[src/common/bus_pkg.sv]
// Wishbone bus widths and lockstep copy-depth enum
package bus_pkg;

  // Word address width, 256 words addressable
  localparam int unsigned ADDR_W = 8;

  // Data word width
  localparam int unsigned DATA_W = 32;

  // One select bit per byte lane
  localparam int unsigned SEL_W = DATA_W / 8;

  // How much of a lockstep pair is copied or compared
  //   COPY_FULL    responses and read data copied, write data compared
  //   COPY_NO_DATA control only, no read data copy, no write data compare
  typedef enum logic {
    COPY_FULL    = 1'b0,
    COPY_NO_DATA = 1'b1
  } copy_depth_e;

endpackage

[src/copy_engine/bus_copy_sink.sv]
// Lockstep comparator copying main responses to the shadow and flagging mismatches
`timescale 1ns/1ps

module bus_copy_sink #(
  parameter bus_pkg::copy_depth_e COPY_DEPTH    = bus_pkg::COPY_FULL, // Main to shadow
  parameter bus_pkg::copy_depth_e COMPARE_DEPTH = bus_pkg::COPY_FULL  // Shadow against main
) (
  input  logic                       clk_i,
  input  logic                       rst_ni,
  // Main engine bus, observed only
  input  logic                       main_cyc,
  input  logic                       main_stb,
  input  logic                       main_we,
  input  logic [bus_pkg::ADDR_W-1:0] main_adr,
  input  logic [bus_pkg::SEL_W-1:0]  main_sel,
  input  logic [bus_pkg::DATA_W-1:0] main_dat_w,
  input  logic [bus_pkg::DATA_W-1:0] main_dat_r,
  input  logic                       main_ack,
  // Shadow engine bus, terminated here
  input  logic                       shd_cyc,
  input  logic                       shd_stb,
  input  logic                       shd_we,
  input  logic [bus_pkg::ADDR_W-1:0] shd_adr,
  input  logic [bus_pkg::SEL_W-1:0]  shd_sel,
  input  logic [bus_pkg::DATA_W-1:0] shd_dat_w,
  output logic [bus_pkg::DATA_W-1:0] shd_dat_r,
  output logic                       shd_ack,
  output logic                       fault_o
);

  logic ctrl_fault;
  logic data_fault;

  assign shd_ack = main_ack; // Handshake always mirrored

  // Control fields compared at every depth
  assign ctrl_fault = (main_cyc != shd_cyc) | (main_stb != shd_stb) |
                      (main_we  != shd_we)  | (main_adr != shd_adr) |
                      (main_sel != shd_sel);

  if (COPY_DEPTH == bus_pkg::COPY_FULL) begin : g_data_copy
    assign shd_dat_r = main_dat_r;
  end else begin : g_data_nocopy
    assign shd_dat_r = '0;
  end

  if (COMPARE_DEPTH == bus_pkg::COPY_FULL) begin : g_data_cmp
    assign data_fault = (main_dat_w != shd_dat_w);
  end else begin : g_data_nocmp
    assign data_fault = 1'b0;
  end

  // Registered flag, keeps the compare tree off the output path
  always_ff @(posedge clk_i or negedge rst_ni) begin
    if (!rst_ni) begin
      fault_o <= 1'b0;
    end else begin
      fault_o <= ctrl_fault | data_fault;
    end
  end

endmodule

[config.mk]
export PLATFORM = sky130hd
export DESIGN_NAME = bus_copy_sink
export DESIGN_NICKNAME = d
export VERILOG_FILES = /design/src/common/bus_pkg.sv /design/src/copy_engine/bus_copy_sink.sv
export SDC_FILE = /design/constraint.sdc
export NUM_CORES = 1
export LEC_CHECK = 0
export BUFFER_PORTS_ARGS = -buffer_cell sky130_fd_sc_hd__buf_2
export CAP_MARGIN = 0
export CORE_ASPECT_RATIO = 1.5
export CORE_MARGIN = 3
export CORE_UTILIZATION = 22
export CTS_CLUSTER_SIZE = 25
export DETAILED_ROUTE_END_ITERATION = 8
export MAX_ROUTING_LAYER = met4
export PLACE_DENSITY = 0.77
export SETUP_SLACK_MARGIN = 0.3
export SLEW_MARGIN = 20
export SYNTH_ARGS = -nofsm -noshare
export SYNTH_HDL_FRONTEND = slang
export SYNTH_SLANG_ARGS = --single-unit
[constraint.sdc]
create_clock -name clk_i -period 0.8 [get_ports clk_i]
set_input_delay 0.16 -clock clk_i [delete_from_list [all_inputs] [get_ports clk_i]]
set_output_delay 0.16 -clock clk_i [all_outputs]
set_load 0.01 [all_outputs]
After elaboration in Yosys (flattened, before gate mapping). Cells that the tools add are included.

Output and inout bits: 34. Input port bits: 129. Flip-flop bits (word level): 1. Word-level logic and storage cells: 12.

Bitwise operators: 5. Eq/ne operators: 6.

Operators by type and width (number): 32-bit inequality test (1); 8-bit inequality test (1); 1-bit OR (5); 4-bit inequality test (1); 1-bit inequality test (3).

Depth between registers and ports, before layout.
Depth in word-level cells: 6. Depth in mapped cells: 4. Depth with buffers taken out: 4.

Worst setup path before layout. OpenSTA, ideal clock, no wires.

Path kind: input to register. Start point: input port shd_dat_w[10] in the netlist's numbering. End point: register fault_o. Cell stages on the path: 4. Data required time: 0.664 ns. Arrival: 0.731 ns. Path buffers: 0. Path slack: -0.067 ns. Setup time: 0.136 ns. Path through: xnor2_1 nand4_1 nor4_1 nand3_1.

Word-level cells in the longest chain between the ends: 2.

Ends and longest elaborated chain: from (decl) (line bus_copy_sink.sv:25) `input logic [bus_pkg::DATA_W-1:0] shd_dat_w,`; 32-bit inequality test (line bus_copy_sink.sv:48) `assign data_fault = (main_dat_w != shd_dat_w);`; 1-bit OR (line bus_copy_sink.sv:58) `fault_o <= ctrl_fault | data_fault;`; to (signal assigned) (line bus_copy_sink.sv:58); to (decl) (line bus_copy_sink.sv:28) `output logic fault_o`.

Every way passes these cells.

Worst setup path in the final report.
Start point: input port shd_sel[2] in the netlist's numbering. End point: register fault_o.

Word-level cells in the longest chain between the ends: 3.

Ends and longest elaborated chain: from (decl) (line bus_copy_sink.sv:24) `input logic [bus_pkg::SEL_W-1:0] shd_sel,`; 4-bit inequality test (line bus_copy_sink.sv:39) `(main_sel != shd_sel);`; 1-bit OR (line bus_copy_sink.sv:38) `(main_we != shd_we) | (main_adr != shd_adr) |`; 1-bit OR (line bus_copy_sink.sv:58).

Every way passes these cells.

==> impl_metrics.py <==
metrics = {
    "worst_setup_path": {
        "path_cells": "buf_2, xnor2_2, nand4_1, nor4_4, nand3_2",
        "critPathArrivalTime_ns": 1.03,
        "critPathTopFamily": "simple AND/OR/NAND/NOR gates",
        "crit_path_start": "shd_sel[2]",
        "max_stage_delay_ns": 0.33,
        "worstSetupPathDepth": 5,
        "cp_num_buf_inv": 1,
        "critPathKind": "primary input to register",
        "crit_path_end_kind": "register",
        "crit_slowest_cell": "nor4_4",
        "critPathMaxFanout": 1,
        "crit_end": "fault_o",
        "cp.required_ns": 0.67,
        "cp-start-kind": "primary input",
    },
    "sta": {
        "rsz0062_at_grt": "yes",
        "setup_viol": 1,
        "fin_crit_sh_pct": 145,
        "slew_headroom_pct": 83.5,
        "fin_ws_ns": -0.361,
        "tightest_slew_ns": 0.246,
        "fin_tns_setup_ns": -0.361,
        "min_period_ns": 1.16,
        "hold_slack_ns": -0.0585,
        "fmax_mhz": 861,
        "finalMaxSlewViolations": 0,
        "hold_viol": 1,
    },
    "final_layout": {
        "mostFrequentLayoutCells": "buf_2 (84), xnor2_1 (33), xnor2_2 (14), buf_6 (12), nand4_1 (11)",
        "num-nets-final": 293,
        "diodes": 0,
        "utilization_pct": 39.2,
        "mostFrequentLayoutCell": "buf_2",
        "instances_no_fill": 202,
        "largest_register": "fault_o",
        "n_fill_cell": 347,
        "largest_register_ffs": 1,
        "area_growth_pct": 64.5,
        "reg.largest.list": "fault_o: 1 flops",
        "drive_gt1_share_pct": 71.0,
    },
    "synth": {
        "syn_area_sq_um": 782,
        "yosys_warnings": 0,
        "synthTopCellsByArea": "xnor2_1 (53%), buf_4 (32%), nand4_1 (8.8%)",
        "ys_seq_area_share_pct": 3.20,
        "synth_cells": 97,
        "synth_top_area_share_pct": 52.6,
        "ys_types": 6,
        "synth_nets": 226,
        "ys_ff_latch": 1,
        "syn_avg_cell_area_sq_um": 8.06,
        "yosysTopAreaCell": "xnor2_1",
    },
    "clock_tree": {
        "path_clk_slew_ns": 0,
        "post-cts-setup-buffers": 0,
    },
    "floorplan": {
        "rows": 25,
        "num_io_pins": 163,
        "core_area_sq_um": 3280,
        "die-width_microns": 54.7,
        "start_util_pct": 23.8,
        "die-height_microns": 79.0,
        "die_area_sq_um": 4320,
    },
    "routing": {
        "post_drt_wl_per_cell_microns": 13.6,
        "drtPass1Iterations": 4,
        "drc": 0,
        "drt_iter0_drc": 2,
        "via_count": 873,
        "routed_via_density": 4.32,
        "totalWireLength_microns": 2740,
        "antenna_left": 0,
    },
    "pwr": {
        "power.density_nw_per_um2": 526,
        "p_leak_nw": 0.617,
        "seqPwrFrac_pct": 7.6,
        "power_switching_uw": 215,
        "swShare_pct": 31.8,
        "combPwrFrac_pct": 92.4,
        "clkPwrFrac_pct": 0,
        "p_total_uw": 677,
        "peakVddDrop_uv": 257,
        "intPower_uw": 461,
    },
    "placed_design": {
        "dp_cells": 202,
        "pre_cts_ws_ns": -0.558,
        "detailed_place_hpwl_microns": 2630,
        "portBuffers": 96,
        "gp_congestion": 0.708,
    },
    "grt": {
        "grt_max_degree": 2,
        "grt_pass1_wl_microns": 3840,
        "grt_pass1_vias": 936,
        "grt-ovfl-total": 0,
        "grt_usage_pct": 12.4,
        "antenna_found_initial": 0,
    },
    "outcome": {
        "violations": "negative hold slack, negative setup slack",
        "outcome": "complete, but fails checks",
    },
    "run": {
        "drv_cap": 0,
    },
    "hold_path": {
        "hold_path_class": "primary input to async pin",
    },
}
through the flow:
step / hold WS (ns) / area (sq um)
floorplan: -0.136 / 827
detailed placement: -0.0574 / 1120
finish: -0.0585 / 1290
global placement: -0.0525 / 1120
CTS: -0.0572 / 1230
global route: -0.0517 / 1290
cell type report:
cell class	instances	area [sq um]	share of cell area, %
repair buffers	98	571	44.4
flip-flops and latches	1	25.0	1.95
well taps	40	50.0	3.89
multi-input cells	63	641	49.8
power groups by stage:
| stage | clock (mW) | combinational [mW] | sequential, mW |
|---|---|---|---|
| 3_5_place_dp | 0 | 0.549 | 0.0515 |
| 2_1_floorplan | 0 | 0.415 | 0.0515 |
| 3_3_place_gp | 0 | 0.539 | 0.0515 |
| 4_1_cts | 0 | 0.604 | 0.0515 |
| 6_report | 0 | 0.625 | 0.0515 |
| 5_1_grt | 0 | 0.683 | 0.0515 |
cells in the mapped netlist:
master	number
dfrtp_1	1
xnor2_1	47
buf_4	33
nor4_1	3
nand4_1	11
nand3_1	2
metal layers:
metal	wire length, microns	track usage, %	share of wire (%)
met5	0	-	0
met4	224	9.23	8.2
met3	461	2.63	17
met2	1340	22.0	49
met1	716	10.4	26
kinds of logic after synthesis:
| kind of cell | share of synthesized area, % |
|---|---|
| xor+xnor | 52.6 |
| flops | 3.20 |
| buf+inv | 31.7 |
| simple gates | 12.5 |
repair_timing:
action                     CTS  global route
setup endpoints to repair    2             2
hold endpoints to repair     1             1
pin swaps                   16             9
cloned                       0             0
resized for setup           16             8
how the worst min path moves through the flow:
stage | start | to | slack (ns) | cells after the start
6_report | rst_ni | fault_o | -0.06 | 1
5_1_grt | rst_ni | fault_o | -0.05 | 1
4_1_cts | rst_ni | fault_o | -0.06 | 1
3_5_place_dp | rst_ni | fault_o | -0.06 | 1
3_3_place_gp | rst_ni | fault_o | -0.05 | 1
2_1_floorplan | rst_ni | fault_o | -0.14 | 0
Power figures use the tool's default switching activity.
