## config.mk

```make
export PLATFORM = sky130hd
export DESIGN_NAME = copy_engine
export DESIGN_NICKNAME = d
export VERILOG_FILES = /design/src/common/bus_pkg.sv /design/src/common/engine_pkg.sv /design/src/copy_engine/copy_engine.sv
export SDC_FILE = /design/constraint.sdc
export NUM_CORES = 1
export LEC_CHECK = 0
export BUFFER_PORTS_ARGS = -buffer_cell sky130_fd_sc_hd__buf_2
export CORE_MARGIN = 2
export CORE_UTILIZATION = 56
export DETAILED_ROUTE_END_ITERATION = 10
export PLACE_DENSITY_LB_ADDON = 0.25
export SLEW_MARGIN = 10
export SYNTH_ARGS = -nofsm -noshare
export SYNTH_HDL_FRONTEND = slang
export SYNTH_SLANG_ARGS = --single-unit
```

## constraint.sdc

```tcl
create_clock -name clk_i -period 4.3 [get_ports clk_i]
set_clock_uncertainty 0.15 [all_clocks]
set_input_delay 0.645 -clock clk_i [delete_from_list [all_inputs] [get_ports clk_i]]
set_output_delay 0.645 -clock clk_i [all_outputs]
set_load 0.005 [all_outputs]
```

## src/common/bus_pkg.sv

```systemverilog
// Wishbone bus widths and lockstep copy-depth enum
package bus_pkg;

  // Word address width, 256 words addressable
  localparam int unsigned ADDR_W = 8;

  // Data word width
  localparam int unsigned DATA_W = 32;

  // One select bit per byte lane
  localparam int unsigned SEL_W = DATA_W / 8;

  // How much of a lockstep pair is copied or compared
  //   COPY_FULL    responses and read data copied, write data compared
  //   COPY_NO_DATA control only, no read data copy, no write data compare
  typedef enum logic {
    COPY_FULL    = 1'b0,
    COPY_NO_DATA = 1'b1
  } copy_depth_e;

endpackage

```

## src/common/engine_pkg.sv

```systemverilog
// Copy engine opcode enum and FSM state enum
package engine_pkg;

  // Engine command
  typedef enum logic {
    OP_COPY = 1'b0, // Read src, write dst
    OP_FILL = 1'b1  // Write fill value to dst
  } opcode_e;

  // Engine FSM states
  typedef enum logic [1:0] {
    IDLE  = 2'd0, // Waiting for start
    READ  = 2'd1, // Source word read
    WRITE = 2'd2, // Destination word write
    DONE  = 2'd3  // One-cycle completion
  } eng_state_e;

endpackage

```

## src/copy_engine/copy_engine.sv

```systemverilog
// Copy and fill engine FSM with Wishbone classic master port
`timescale 1ns/1ps

module copy_engine (
  input  logic                       clk_i,
  input  logic                       rst_ni,
  // Command
  input  logic                       start,
  input  engine_pkg::opcode_e        opcode,
  input  logic [bus_pkg::ADDR_W-1:0] src_adr,
  input  logic [bus_pkg::ADDR_W-1:0] dst_adr,
  input  logic [bus_pkg::ADDR_W-1:0] len,
  input  logic [bus_pkg::DATA_W-1:0] fill_data,
  // Status
  output logic                       busy,
  output logic                       done,
  // Wishbone master
  output logic                       cyc,
  output logic                       stb,
  output logic                       we,
  output logic [bus_pkg::ADDR_W-1:0] adr,
  output logic [bus_pkg::SEL_W-1:0]  sel,
  output logic [bus_pkg::DATA_W-1:0] dat_w,
  input  logic [bus_pkg::DATA_W-1:0] dat_r,
  input  logic                       ack
);

  engine_pkg::eng_state_e state_q;
  engine_pkg::opcode_e    op_q;      // Latched opcode

  logic                       req_q;  // cyc and stb of the current access
  logic [bus_pkg::ADDR_W-1:0] src_q;  // Next source word
  logic [bus_pkg::ADDR_W-1:0] dst_q;  // Next destination word
  logic [bus_pkg::ADDR_W-1:0] cnt_q;  // Words still to write
  logic [bus_pkg::DATA_W-1:0] fill_q;
  logic [bus_pkg::DATA_W-1:0] buf_q;  // Word captured in READ

  // Control FSM
  always_ff @(posedge clk_i or negedge rst_ni) begin
    if (!rst_ni) begin
      state_q <= engine_pkg::IDLE;
      op_q    <= engine_pkg::OP_COPY;
      req_q   <= 1'b0;
      src_q   <= '0;
      dst_q   <= '0;
      cnt_q   <= '0;
    end else begin
      case (state_q)
        engine_pkg::IDLE: begin
          if (start) begin
            op_q  <= opcode;
            src_q <= src_adr;
            dst_q <= dst_adr;
            cnt_q <= len;
            if (len == '0) begin
              state_q <= engine_pkg::DONE; // Nothing to move
            end else begin
              req_q   <= 1'b1;             // First access right away
              state_q <= (opcode == engine_pkg::OP_FILL) ? engine_pkg::WRITE
                                                         : engine_pkg::READ;
            end
          end
        end
        engine_pkg::READ: begin
          if (req_q && ack) begin
            req_q   <= 1'b0;               // Gap cycle lets the arbiter switch
            state_q <= engine_pkg::WRITE;
          end else begin
            req_q <= 1'b1;
          end
        end
        engine_pkg::WRITE: begin
          if (req_q && ack) begin
            req_q <= 1'b0;
            src_q <= src_q + 1'b1;
            dst_q <= dst_q + 1'b1;
            cnt_q <= cnt_q - 1'b1;
            if (cnt_q == 'd1) begin
              state_q <= engine_pkg::DONE; // Last word written
            end else if (op_q == engine_pkg::OP_COPY) begin
              state_q <= engine_pkg::READ;
            end
          end else begin
            req_q <= 1'b1;
          end
        end
        default: begin
          state_q <= engine_pkg::IDLE;     // DONE lasts one cycle
        end
      endcase
    end
  end

  // Payload registers, known write data for the lockstep compare
  always_ff @(posedge clk_i or negedge rst_ni) begin
    if (!rst_ni) begin
      fill_q <= '0;
      buf_q  <= '0;
    end else begin
      if (state_q == engine_pkg::IDLE && start) begin
        fill_q <= fill_data;
      end
      if (state_q == engine_pkg::READ && req_q && ack) begin
        buf_q <= dat_r;
      end
    end
  end

  assign busy = (state_q == engine_pkg::READ) || (state_q == engine_pkg::WRITE);
  assign done = (state_q == engine_pkg::DONE);

  // Master request
  assign cyc   = req_q;
  assign stb   = req_q;
  assign we    = (state_q == engine_pkg::WRITE);
  assign adr   = (state_q == engine_pkg::WRITE) ? dst_q : src_q;
  assign sel   = '1; // Whole words only
  assign dat_w = (op_q == engine_pkg::OP_FILL) ? fill_q : buf_q;

endmodule

```

======== Yosys cells after proc, flatten, opt, wreduce, memory -nomap -nowiden ========
Cells that the tools add are included.
cells by class
  add/subtract/negate cells ............... 3
  eq/ne operators ......................... 9
  mux-type cells .......................... 23
  reductions and logical operators ........ 14
operator list
  kind                                                                      number
  8-bit two-way mux                                                         7
  8-bit case mux with 2 select lines                                        3
  32-bit two-way mux                                                        1
  8-bit by 1-bit adder with 8-bit output (second input constant)            2
  2-bit two-way mux                                                         7
  8-bit by 1-bit == test with 1-bit output (second input constant)          1
  8-bit zero test                                                           1
  8-bit by 1-bit subtractor with 8-bit output (second input constant)       1
  2-bit inequality test (second input constant)                             3
  2-bit case mux with 3 select lines                                        1
  3-bit AND reduction                                                       2
  2-bit == test (second input constant)                                     2
  1-bit logical AND                                                         4
  4-bit AND reduction                                                       1
  2-bit nonzero test                                                        2
  1-bit two-way mux                                                         3
  3-bit by 2-bit inequality test with 1-bit output (second input constant)  1
  2-bit by 1-bit == test with 1-bit output (second input constant)          1
  2-bit zero test                                                           1
  2-bit by 1-bit inequality test with 1-bit output (second input constant)  1
  1-bit case mux with 2 select lines                                        1
  2-bit AND reduction                                                       1
  2-bit OR reduction                                                        1
  1-bit logical OR                                                          1
word-level totals
  bits in registers ....................... 92
  input port bits ......................... 93
  output and inout bits ................... 49
  logic and storage cells ................. 57

======== Longest topological paths before layout ========
Gate-level depths: netlist (run 1).
  word-level depth ........................ 4
  gate-level depth with buffers ........... 8
  depth with buffers taken out ............ 6

======== Worst setup path before layout (run 1) ========
Ideal clock, no wire load.
  kind .................................... register -> output
  from .................................... reg state_q[0]
  to ...................................... out adr[5] in the netlist's numbering
  arrival ................................. 1.558 ns
  data required time ...................... 3.505 ns
  setup slack ............................. 1.947 ns
  stages on the path, launching flop included .. 6
  buffers on the path ..................... 2
  path through ............................ dfrtp_1 inv_1 ha_1 buf_2 clkbuf_1 mux2_2
between the ends
  cells in the longest elaborated chain, start to end .. 2
ends and longest elaborated chain
  what                    line                source
  from (decl)             copy_engine.sv:28   engine_pkg::eng_state_e state_q;
  from (signal assigned)  copy_engine.sv:41   state_q <= engine_pkg::IDLE;
  from (signal assigned)  copy_engine.sv:56   state_q <= engine_pkg::DONE;
  from (signal assigned)  copy_engine.sv:59   state_q <= (opcode == engine_pkg::OP_FILL) ? engine_pkg::WRITE
  2-bit == test           --
  via we                  copy_engine.sv:20   output logic we,
  8-bit two-way mux       copy_engine.sv:116  assign adr = (state_q == engine_pkg::WRITE) ? dst_q : src_q;
  to (decl)               copy_engine.sv:21   output logic [bus_pkg::ADDR_W-1:0] adr,
The timed path passes the listed nets, and every way through them passes these cells.

======== Worst setup path after layout (run 1) ========
  from .................................... reg state_q[0]
  to ...................................... out adr[4] in the netlist's numbering
between the ends
  cells in the longest elaborated chain, start to end .. 2
ends and longest elaborated chain
  what               line
  2-bit == test      copy_engine.sv:116
  8-bit two-way mux  copy_engine.sv:116
Every way passes these cells.

==> results of run 1 <==
[worst max-delay path by stage]
stage	endpoint	slack [ns]	startpoint
5_1_grt	adr[4]	1.08	state_q[0]
3_5_place_dp	adr[4]	1.59	state_q[0]
6_report	adr[4]	1.19	state_q[0]
2_1_floorplan	adr[5]	1.95	state_q[0]
4_1_cts	adr[4]	1.19	state_q[0]
3_3_place_gp	adr[3]	1.67	state_q[0]
[area by class of cell]
class	count	area [sq um]
fillers	658	2520
inverters	6	22.5
repair buffers	144	741
flip-flops and latches	92	2300
multi-input cells	270	2190
clock inverters	6	46.3
well taps	105	131
clock buffers	10	138
[worst max-delay path, stage by stage, from the launching register on]
cell	delay [ns]
dfrtp_1	0.43
inv_1	0.11
ha_1	0.61
buf_4	0.33
mux2_2	0.35
buf_2	0.12
[synth_stat cells, types with 2 or more instances]
cell type,count,area share (%)
a21o_1,4,0.65
nand3_1,8,0.87
clkbuf_1,18,1.5
a21oi_1,19,2.1
nor2_1,10,0.81
nand2b_1,3,0.41
o21ai_1,6,0.65
mux2i_1,4,0.87
nor3_1,6,0.65
buf_4,5,0.81
nor2b_1,2,0.27
o21bai_1,4,0.65
mux2_2,104,25
nor4_1,3,0.41
nand2_1,18,1.5
or2_2,4,0.54
o2bb2ai_1,2,0.38
inv_1,6,0.49
and4_1,3,0.57
and3_1,4,0.54
buf_1,4,0.32
ha_1,8,2.2
dfrtp_1,92,50
o22ai_1,20,2.7
o21ai_0,12,1.3
nand4_1,5,0.68
a31o_2,3,0.57
[flip-flops by register name, summed over array words and instances (netlist names)]
signal   flops
state_q      2
op_q         1
fill_q      32
dst_q        8
src_q        8
buf_q       32
cnt_q        8
cyc          1
[placed cells by master, fill, tap and decap left out, types with 5 or more instances in the layout]
| cell type | Yosys | final |
|---|---|---|
| a21oi_1 | 19 | 19 |
| buf_2 | 1 | 136 |
| buf_4 | 5 | 8 |
| clkbuf_8 | 0 | 10 |
| dfrtp_1 | 92 | 92 |
| ha_1 | 8 | 8 |
| inv_1 | 6 | 6 |
| mux2_2 | 104 | 104 |
| nand2_1 | 18 | 18 |
| nand3_1 | 8 | 7 |
| nand4_1 | 5 | 5 |
| nor2_1 | 10 | 10 |
| nor3_1 | 6 | 6 |
| o21ai_0 | 12 | 12 |
| o21ai_1 | 6 | 6 |
| o22ai_1 | 20 | 20 |
[stage by stage]
step	utilization [%]	std cells
global route	68.9	633
detailed placement	66.6	617
CTS	68.9	633
global placement	66.6	617
floorplan	-	396
finish	68.9	633
[power groups by stage]
stage          registers [mW]  clock network (mW)  logic (mW)
3_5_place_dp             1.69                   0        2.07
6_report                 1.67               0.544        2.06
3_3_place_gp             1.65                   0        2.00
2_1_floorplan            1.54                   0        1.52
4_1_cts                  1.67               0.555        2.08
5_1_grt                  1.73               0.587        2.27
[per-layer routing]
metal | GRT usage (%) | share of wire (%) | up-vias
li1 | - | - | 1685
met1 | 28.0 | 42 | 1725
met2 | 39.2 | 49 | 97
met3 | 5.83 | 6.6 | 17
met4 | 8.33 | 2.2 | 0
met5 | 0 | 0 | -
[logic make-up (layout without fill, tap and decap cells)]
group,Yosys count,count (layout)
AND/OR/NAND/NOR,72,72
other,1,4
buffers and inverters,34,166
flip-flops,92,92
multiplexers,109,109
AO/OA/AOI/OAI,77,77
adder cells (fa/ha/maj),8,8
==> metrics.txt, run 1 <==
status=finished clean; Routed WL per cell=16.4 um; cts hold-fix bufs=0; largest family of logic cells by synthesized area=multiplexers; Slew Limit Fails=0; H-tree levels=3; crit path capture type=output pin; Rel. slew slack=40.8%; GRT Total Usage=22.9%; crit path DAT=2.31 ns; Hold Slack=about 0.23 ns; min Tclk post-route=around 3.1 ns; final-report hold violation count=0; P per Cell Area=767 nW/um^2; area delta synth->final=20.5%; clock root buffer=clkbuf_8; worst vdd ir=approximately 0.37 mV; CP Class=flop to output pin; Residual DRC=0; Synth Register Bits=a little over 90; RePlAce Congestion=about 0.81; Adder-Cell Fraction of Synth Area=2.16%; Required @ worst endpoint=3.50 ns; Reg-to-Reg Start=state_q[0]; total design power=between 4 and 5 mW; Vias=between 3000 and 4000; ant diodes=0; Core ar.=roughly 8100 sq um; R2R depth=6; Hold WC Path Type=input pin to asynchronous set/reset pin; Chip Width=around 95 um; die area=~9000 sq um; final setup TNS=0 ns; Worst-path clk slew=0.10 ns; Psw=approximately 1.6 mW; initial drt markers=89; clock latency on the worst-skew pair=~0.37 ns; post-synth cell types=43; YS warnings=0; sequential power share=slightly below 40%; largest net degree at the start of global routing=70; compound-gate portion of the synthesized area=a little over 10%; fin worst setup slack=about 1.2 ns; Rows=33; Final period util=72.3%; CTS tree=built; RSZ-0062 raised after global routing=false; DRT Pass-1 Iters=5; Max Cap Viol=0; Clock power frac=between 10 and 15%; Synth Cell Area=4630 sq um; Logic pwr share=48.1%; P_leak=approximately 2.6 nW; vias per cell=between 5 and 6; post-CTS setup buffers=0; Internal Power=2.69 mW; Final ANT Viol Nets=0; simple-gate share of the synthesized area=around 8.2%; CTS sink count=~90; sw frac=a little under two fifths; Die H=roughly 95 um; post-CTS resize count=0; Port Buf Inserts=approximately 140; Final setup violation count=0; post-DP HPWL=between 7 and 8 mm; Worst R2R End=src_q[2]; Primary FF master, synth=dfrtp_1; initial antenna violation count=0; I/O Pins=approximately 140; first-pass GRT wire length=approximately 16 mm; vias in the first global route=~3500; share of cells above drive strength 1=between 50% and 60%; Initial Util=between 50% and 60%; sequential share of the synthesized area=49.8%; XOR/XNOR Fraction of Synth Area=0%; Max Root-Sink Buffers=2; Placed Area=roughly 5400 sq um; Synth Instances=393; WL final=10.4 mm; Nets=between 600 and 700; Peak Freq=between 300 and 400 MHz; Post-synth EDFFs=0; fin area=about 5600 sq um; Startpoint Class=flop; clock buffer count from CTS=9; multiplexer area fraction after synthesis=26.4%; R2R Setup Slk=roughly 1.7 ns; worst slew pin tran=just under 0.9 ns; Setup WS pre-CTS=approximately 1.6 ns; critical path fanouts, max=17; gr ovfl total=0; Mean Syn Cell Area=~12 sq um; fraction of registers with async set or reset after synthesis=100%
(Power assumes the default switching activity.)
==> run 2, diff against run 1 <==
- ABC_AREA: default -> 1
- CORE_UTILIZATION: 56 -> 47
- clock period: 4.3 -> 2.8 ns (I/O delays scaled with it)
==> run 2 against run 1 <==
Compared with the run above: synthesized cell count is 64% higher; non-clock buffer count is 2 higher; sequential share of layout area is 0.89 points lower; critical path depth is 1 higher; core utilization is 11 points lower; clock-buffer cell count is 1 higher; design area is 2.3% higher; final cell count is 43% higher; critical path type unchanged; largest power group unchanged.
==> metrics.txt, run 2 <==
Routed WL per cell=12.6 um (-23%); largest registers=buf_q (32), fill_q (32); Commonest cells post-synth=nand2_1 (215), dfrtp_1 (92), nor2_1 (73); H-tree levels=3 (unchanged); Max Cap Viol=0 (unchanged); Rel. slew slack=34.9% (-5.9 points); CP Class=flop to output pin; Synth Cell Area=4780 sq um (+3.2%); sequential power share=39.3% (+0.2 points); Psw=2.70 mW (+70%); GRT Total Usage=21.7% (-1.2 points); Peak Freq=399 MHz; Rows=36 (+9.1%); post-synth top area share=48.2% (-1.6 points); Clock power frac=12.9% (+0.2 points); RSZ-0062 raised after global routing=false; post-synth cell types=31 (-28%); Global Route met1 Usage=28.3% (+0.38 points); critical path fanouts, max=36 (+19); Primary FF master, synth=dfrtp_1; Synth Register Bits=92 (unchanged); Die H=105 um (+10%); Residual DRC=0 (unchanged); post-CTS resize count=0 (unchanged); Final ANT Viol Nets=0 (unchanged); Most Crowded Layer GR=met2; CTS tree=built; clock buffer count from CTS=9 (unchanged); sw frac=43.8% (+6.7 points); Required @ worst endpoint=2.23 ns (-1.27 ns); post-DP HPWL=8.17 mm (+10%); RePlAce Congestion=0.844 (+4.5%); worst vdd ir=0.473 mV (+28%); Synth Instances=644 (+64%); vias in the first global route=4301 (+23%); Internal Power=3.47 mW (+29%); post-CTS setup buffers=0 (unchanged); area delta synth->final=19.4%; top-count cell post-synth=nand2_1; Slew Limit Fails=0 (unchanged); initial antenna violation count=0 (unchanged); initial drt markers=321 (+260%); crit path capture type=output pin; P per Cell Area=1080 nW/um^2 (+41%); Vias=4410 (+25%); Post-synth EDFFs=0 (unchanged); I/O Pins=142 (unchanged); clock root buffer=clkbuf_8; die area=11000 sq um (+22%); share of cells above drive strength 1=22.0% (-30 points); Port Buf Inserts=137 (unchanged); most frequent cells in the layout=nand2_1 (215), buf_2 (136), dfrtp_1 (91), nor2_1 (73), inv_1 (66); Core ar.=9820 sq um (+21%); fraction of registers with async set or reset after synthesis=100% (unchanged); most common cell after layout, fill and taps aside=nand2_1; first-pass GRT wire length=19.7 mm (+23%); Startpoint Class=flop; vias per cell=4.87 (-13%); Synth area leaders=dfrtp_1 (48%), nand2_1 (17%), o21ai_0 (6.2%); Hold Slack=0.107 ns (-0.121 ns); Max Root-Sink Buffers=2 (unchanged); GRT met2 Usage=36.4% (-2.8 points); final core occ=58.1% (-11 points); clock latency on the worst-skew pair=0.35 ns (-0.02 ns); Mean Syn Cell Area=7.42 sq um (-37%); sequential share of the synthesized area=48.2% (-1.6 points); largest net degree at the start of global routing=67 (-4.3%); final setup TNS=0 ns (unchanged); DRT Pass-1 Iters=4 (-1); gr ovfl total=0 (unchanged); Nets=869 (+39%); worst slew pin tran=0.977 ns (+0.0890 ns); final-report hold violation count=0 (unchanged); Final setup violation count=0 (unchanged); Yosys top cell by area=dfrtp_1; Worst-path clk slew=0.09 ns (about the same); met3 Use GR=4.18% (-1.6 points); Chip Width=105 um (+10%); min Tclk post-route=between 2 and 3 ns; YS warnings=0 (unchanged); P_leak=3.11 nW (+21%); ant diodes=0 (unchanged); Final period util=89.5%; CTS sink count=92 (unchanged); Hold WC Path Type=input pin to flop; crit path DAT=1.93 ns (-0.38 ns); WL final=11.4 mm (+10%); status=finished clean; Logic pwr share=47.8% (-0.3 points); Initial Util=48.6% (-8.5 points)
run 2: cell count changes in the layout (fill, tap and decap cells not counted), moves of 6 or more:
cell,change
nand2_1,+197
mux2_2,-104
nor2_1,+63
inv_1,+60
o21ai_0,+47
a21oi_1,+25
o22ai_1,-17
nand3_1,+6
run 2: cells by family (layout without fill, tap and decap cells):
kind of cell,count (synthesis),in the layout,share of synthesized area [%]
AND/OR/NAND/NOR,310,310,25.2
AO/OA/AOI/OAI,125,125,14.1
buffers and inverters,104,230,9.67
adder cells (fa/ha/maj),8,8,2.10
XOR/XNOR,4,4,0.734
flip-flops,92,92,48.2
other,1,4,0.0785
run 2: area by class of cell:
class                      instances  area (sq um)
fill                             956          4120
inverter                          68           255
timing repair buffer             146           783
clock inverter                     5          37.5
sequential                        92          2300
clock buffer                      11           131
tap                              133           166
multi-input combinational        451          2020
run 2: worst paths after layout:
path | start | to | slack [ns] | cells past startpoint
setup / recovery | state_q[0] | adr[4] | 0.30 | 6
hold / removal | fill_data[24] | fill_q[24] | 0.11 | 3
setup reg to reg | state_q[1] | cnt_q[1] | 0.43 | 6
hold reg to reg | fill_q[31] | fill_q[31] | 0.34 | 2
max in group asynchronous | rst_ni | cnt_q[3] | 1.42 | 3
min in group asynchronous | rst_ni | buf_q[6] | 0.43 | 2
run 2: repair_timing:
action	CTS	global route
endpoints found under the hold margin	34	0
endpoints found under the setup margin	0	0
hold buffers	1	0
run 2: power groups by stage:
| stage | sequential (mW) | clock, mW | combinational [mW] |
|---|---|---|---|
| 5_1_grt | 2.52 | 0.884 | 3.43 |
| 4_1_cts | 2.42 | 0.830 | 2.98 |
| 6_report | 2.43 | 0.797 | 2.95 |
| 3_3_place_gp | 2.42 | 0 | 2.87 |
| 3_5_place_dp | 2.45 | 0 | 2.97 |
| 2_1_floorplan | 2.25 | 0 | 2.20 |
run 2: worst max-delay path, cell delays in order, from the launching register on:
cell and delay (ns):
dfrtp_1 0.42, inv_1 0.11, ha_1 0.30, buf_4 0.36, nand2_1 0.14, o21ai_0 0.10
buf_2 0.14
run 2: routing by layer:
metal,vias to the layer above,part of all wire (%)
met4,0,1.8
met3,16,5.6
li1,2241,-
met2,134,48
met1,2019,45
met5,-,0
run 2: metrics by stage:
stage	worst slack [ns]	cells	area, sq um	power [mW]
after floorplan	0.814	647	4790	4.45
after global placement	0.533	889	5520	5.29
after detailed placement	0.451	889	5520	5.41
after CTS	0.276	906	5700	6.23
after global routing	0.0890	906	5700	6.84
final	0.295	906	5700	6.18
==> run 3, diff against run 2 <==
- CORE_MARGIN: 2 -> default
- clock period: 2.8 -> 2.06 ns (I/O delays scaled with it)
==> run 3 against run 2 <==
Compared with the run above: register-to-register slack lost 0.31 ns; combinational power increased by 57%; setup slack got worse by 0.21 ns; routed wire length grew 5.9%; sequential share of layout area fell by 3.2 points; global-route usage rose by 1.1 points; largest power group unchanged; final cell count rose by 4.6%; highest routed layer unchanged; critical endpoint is now adr[0]; critical path type unchanged; clock power increased by 41%.
==> metrics.txt, run 3 (synthesis gave the netlist of run 2 again) <==
Chip Width=103 um (-1.9%); Hold Crit Start=fill_data[7]; Vias=4641 (+5.2%); crit path DAT=1.52 ns (-0.41 ns); largest registers=buf_q (32), fill_q (32); Setup WS pre-CTS=0.0617 ns (-0.389 ns); final core occ=63.0% (+4.9 points); largest net degree at the start of global routing=82 (+22%); most frequent cells in the layout=nand2_1 (215), buf_2 (136), dfrtp_1 (90), nor2_1 (73), inv_1 (65); Final period util=a little over nine tenths; Peak Freq=just over 500 MHz; fin worst setup slack=0.0813 ns (-0.214 ns); Residual DRC=0 (unchanged); RePlAce Congestion=0.819 (-2.9%); Final setup violation count=0 (unchanged); Hold WC Path Type=input pin to flop; DRT Pass-1 Iters=4 (unchanged); initial antenna violation count=0 (unchanged); most common cell after layout, fill and taps aside=nand2_1; area delta synth->final=29.5%; Fillers=880 (-7.9%); P per Cell Area=1440 nW/um^2 (+33%); status=finished clean; Max Cap Viol=0 (unchanged); crit path capture type=output pin; WL final=12.1 mm (+5.9%); Port Buf Inserts=137 (unchanged); gr ovfl total=0 (unchanged); Nets=909 (+4.6%); CTS sink count=92 (unchanged); Max Root-Sink Buffers=2 (unchanged); clock root buffer=clkbuf_8; Initial Util=48.6% (unchanged); Die H=103 um (-1.9%); I/O Pins=142 (unchanged); share of cells above drive strength 1=23.0% (+1.0 points); critical path fanouts, max=25 (-31%); initial drt markers=133 (-59%); vias in the first global route=4287 (-0.33%); GRT Total Usage=22.8% (+1.1 points); Slew Limit Fails=0 (unchanged); CTS tree=built; CP Class=flop to output pin; total design power=8.90 mW (+44%); Core ar.=9820 sq um (unchanged); Routed WL per cell=12.7 um (+1.2%); H-tree levels=3 (unchanged); Register Area=2300 sq um (about the same); min Tclk post-route=1.98 ns; multi-input logic area=2040 sq um (+0.74%); Reg-to-Reg Start=state_q[0]; clock latency on the worst-skew pair=0.36 ns (about the same); Rows=36 (unchanged); clock buffer count from CTS=9 (unchanged); Startpoint Class=flop; Final ANT Viol Nets=0 (unchanged); P_leak=3.32 nW (+6.8%); vias per cell=4.90 (+0.58%); Required @ worst endpoint=1.60 ns (-0.63 ns); post-DP HPWL=7.97 mm (-2.4%); die area=10600 sq um (-3.8%); worst vdd ir=0.712 mV (+51%); final-report hold violation count=0 (unchanged); Worst-path clk slew=0.09 ns (about the same); Critical Path Source=state_q[1]; first-pass GRT wire length=18.7 mm (-5.3%)
run 3: path summary, 6_finish.rpt:
path / slack [ns] / depth (start not counted) / endpoint
worst min register to register: 0.33 / 2 / fill_q[29]
worst max-delay path: 0.08 / 6 / adr[0]
min in group asynchronous: 0.17 / 2 / buf_q[5]
worst max register to register: 0.12 / 8 / src_q[3]
max in group asynchronous: 0.91 / 3 / state_q[1]
worst min-delay path: 0.01 / 3 / fill_q[7]
run 3: routing by layer:
| metal | global-route usage (%) | vias to the layer above | part of all wire [%] |
|---|---|---|---|
| met5 | 0 | - | 0 |
| met4 | 12.4 | 0 | 2.7 |
| met3 | 3.86 | 29 | 4.9 |
| met2 | 38.6 | 148 | 49 |
| met1 | 27.8 | 2143 | 43 |
| li1 | - | 2321 | - |
run 3: stage by stage:
stage	hold slack [ns]	cells	area [sq um]	setup TNS [ns]
after floorplan	-0.137	647	4790	0
after global placement	0.0163	892	5580	0
after detailed placement	0.0166	892	5580	0
after CTS	0.000244	938	6090	0
after global routing	0.0191	946	6180	-0.0177
final	0.0110	948	6190	0
run 3: repair_timing:
action / CTS / global route
cloned: 0 / 1
buffers inserted: 1 / 7
resized for setup: 8 / 5
pin swaps: 0 / 1
endpoints found under the setup margin: 9 / 20
endpoints found under the hold margin: 103 / 0
hold buffers: 29 / 0
run 3: final cells by class:
class	count	area share, %
clock inverter	5	0.566
clock buffer	11	2.29
antenna	2	0.0809
timing repair buffer	186	20.0
inverter	68	4.17
multi-input combinational	451	32.9
sequential	92	37.3
tap	133	2.69
run 3: power by group:
part	switching [mW]	leakage [nW]	total (mW)	internal [mW]
logic	2.67	2.17	4.62	1.95
clock network	0.646	0.0897	1.12	0.475
registers	0.489	1.07	3.16	2.67
total	3.81	3.32	8.90	5.10
run 3: worst max-delay path, stage by stage, from the launching register on:
cell     delay (ns)
dfrtp_2        0.46
ha_4           0.21
inv_1          0.10
buf_12         0.17
nand2_1        0.06
nand2_1        0.05
buf_2          0.10
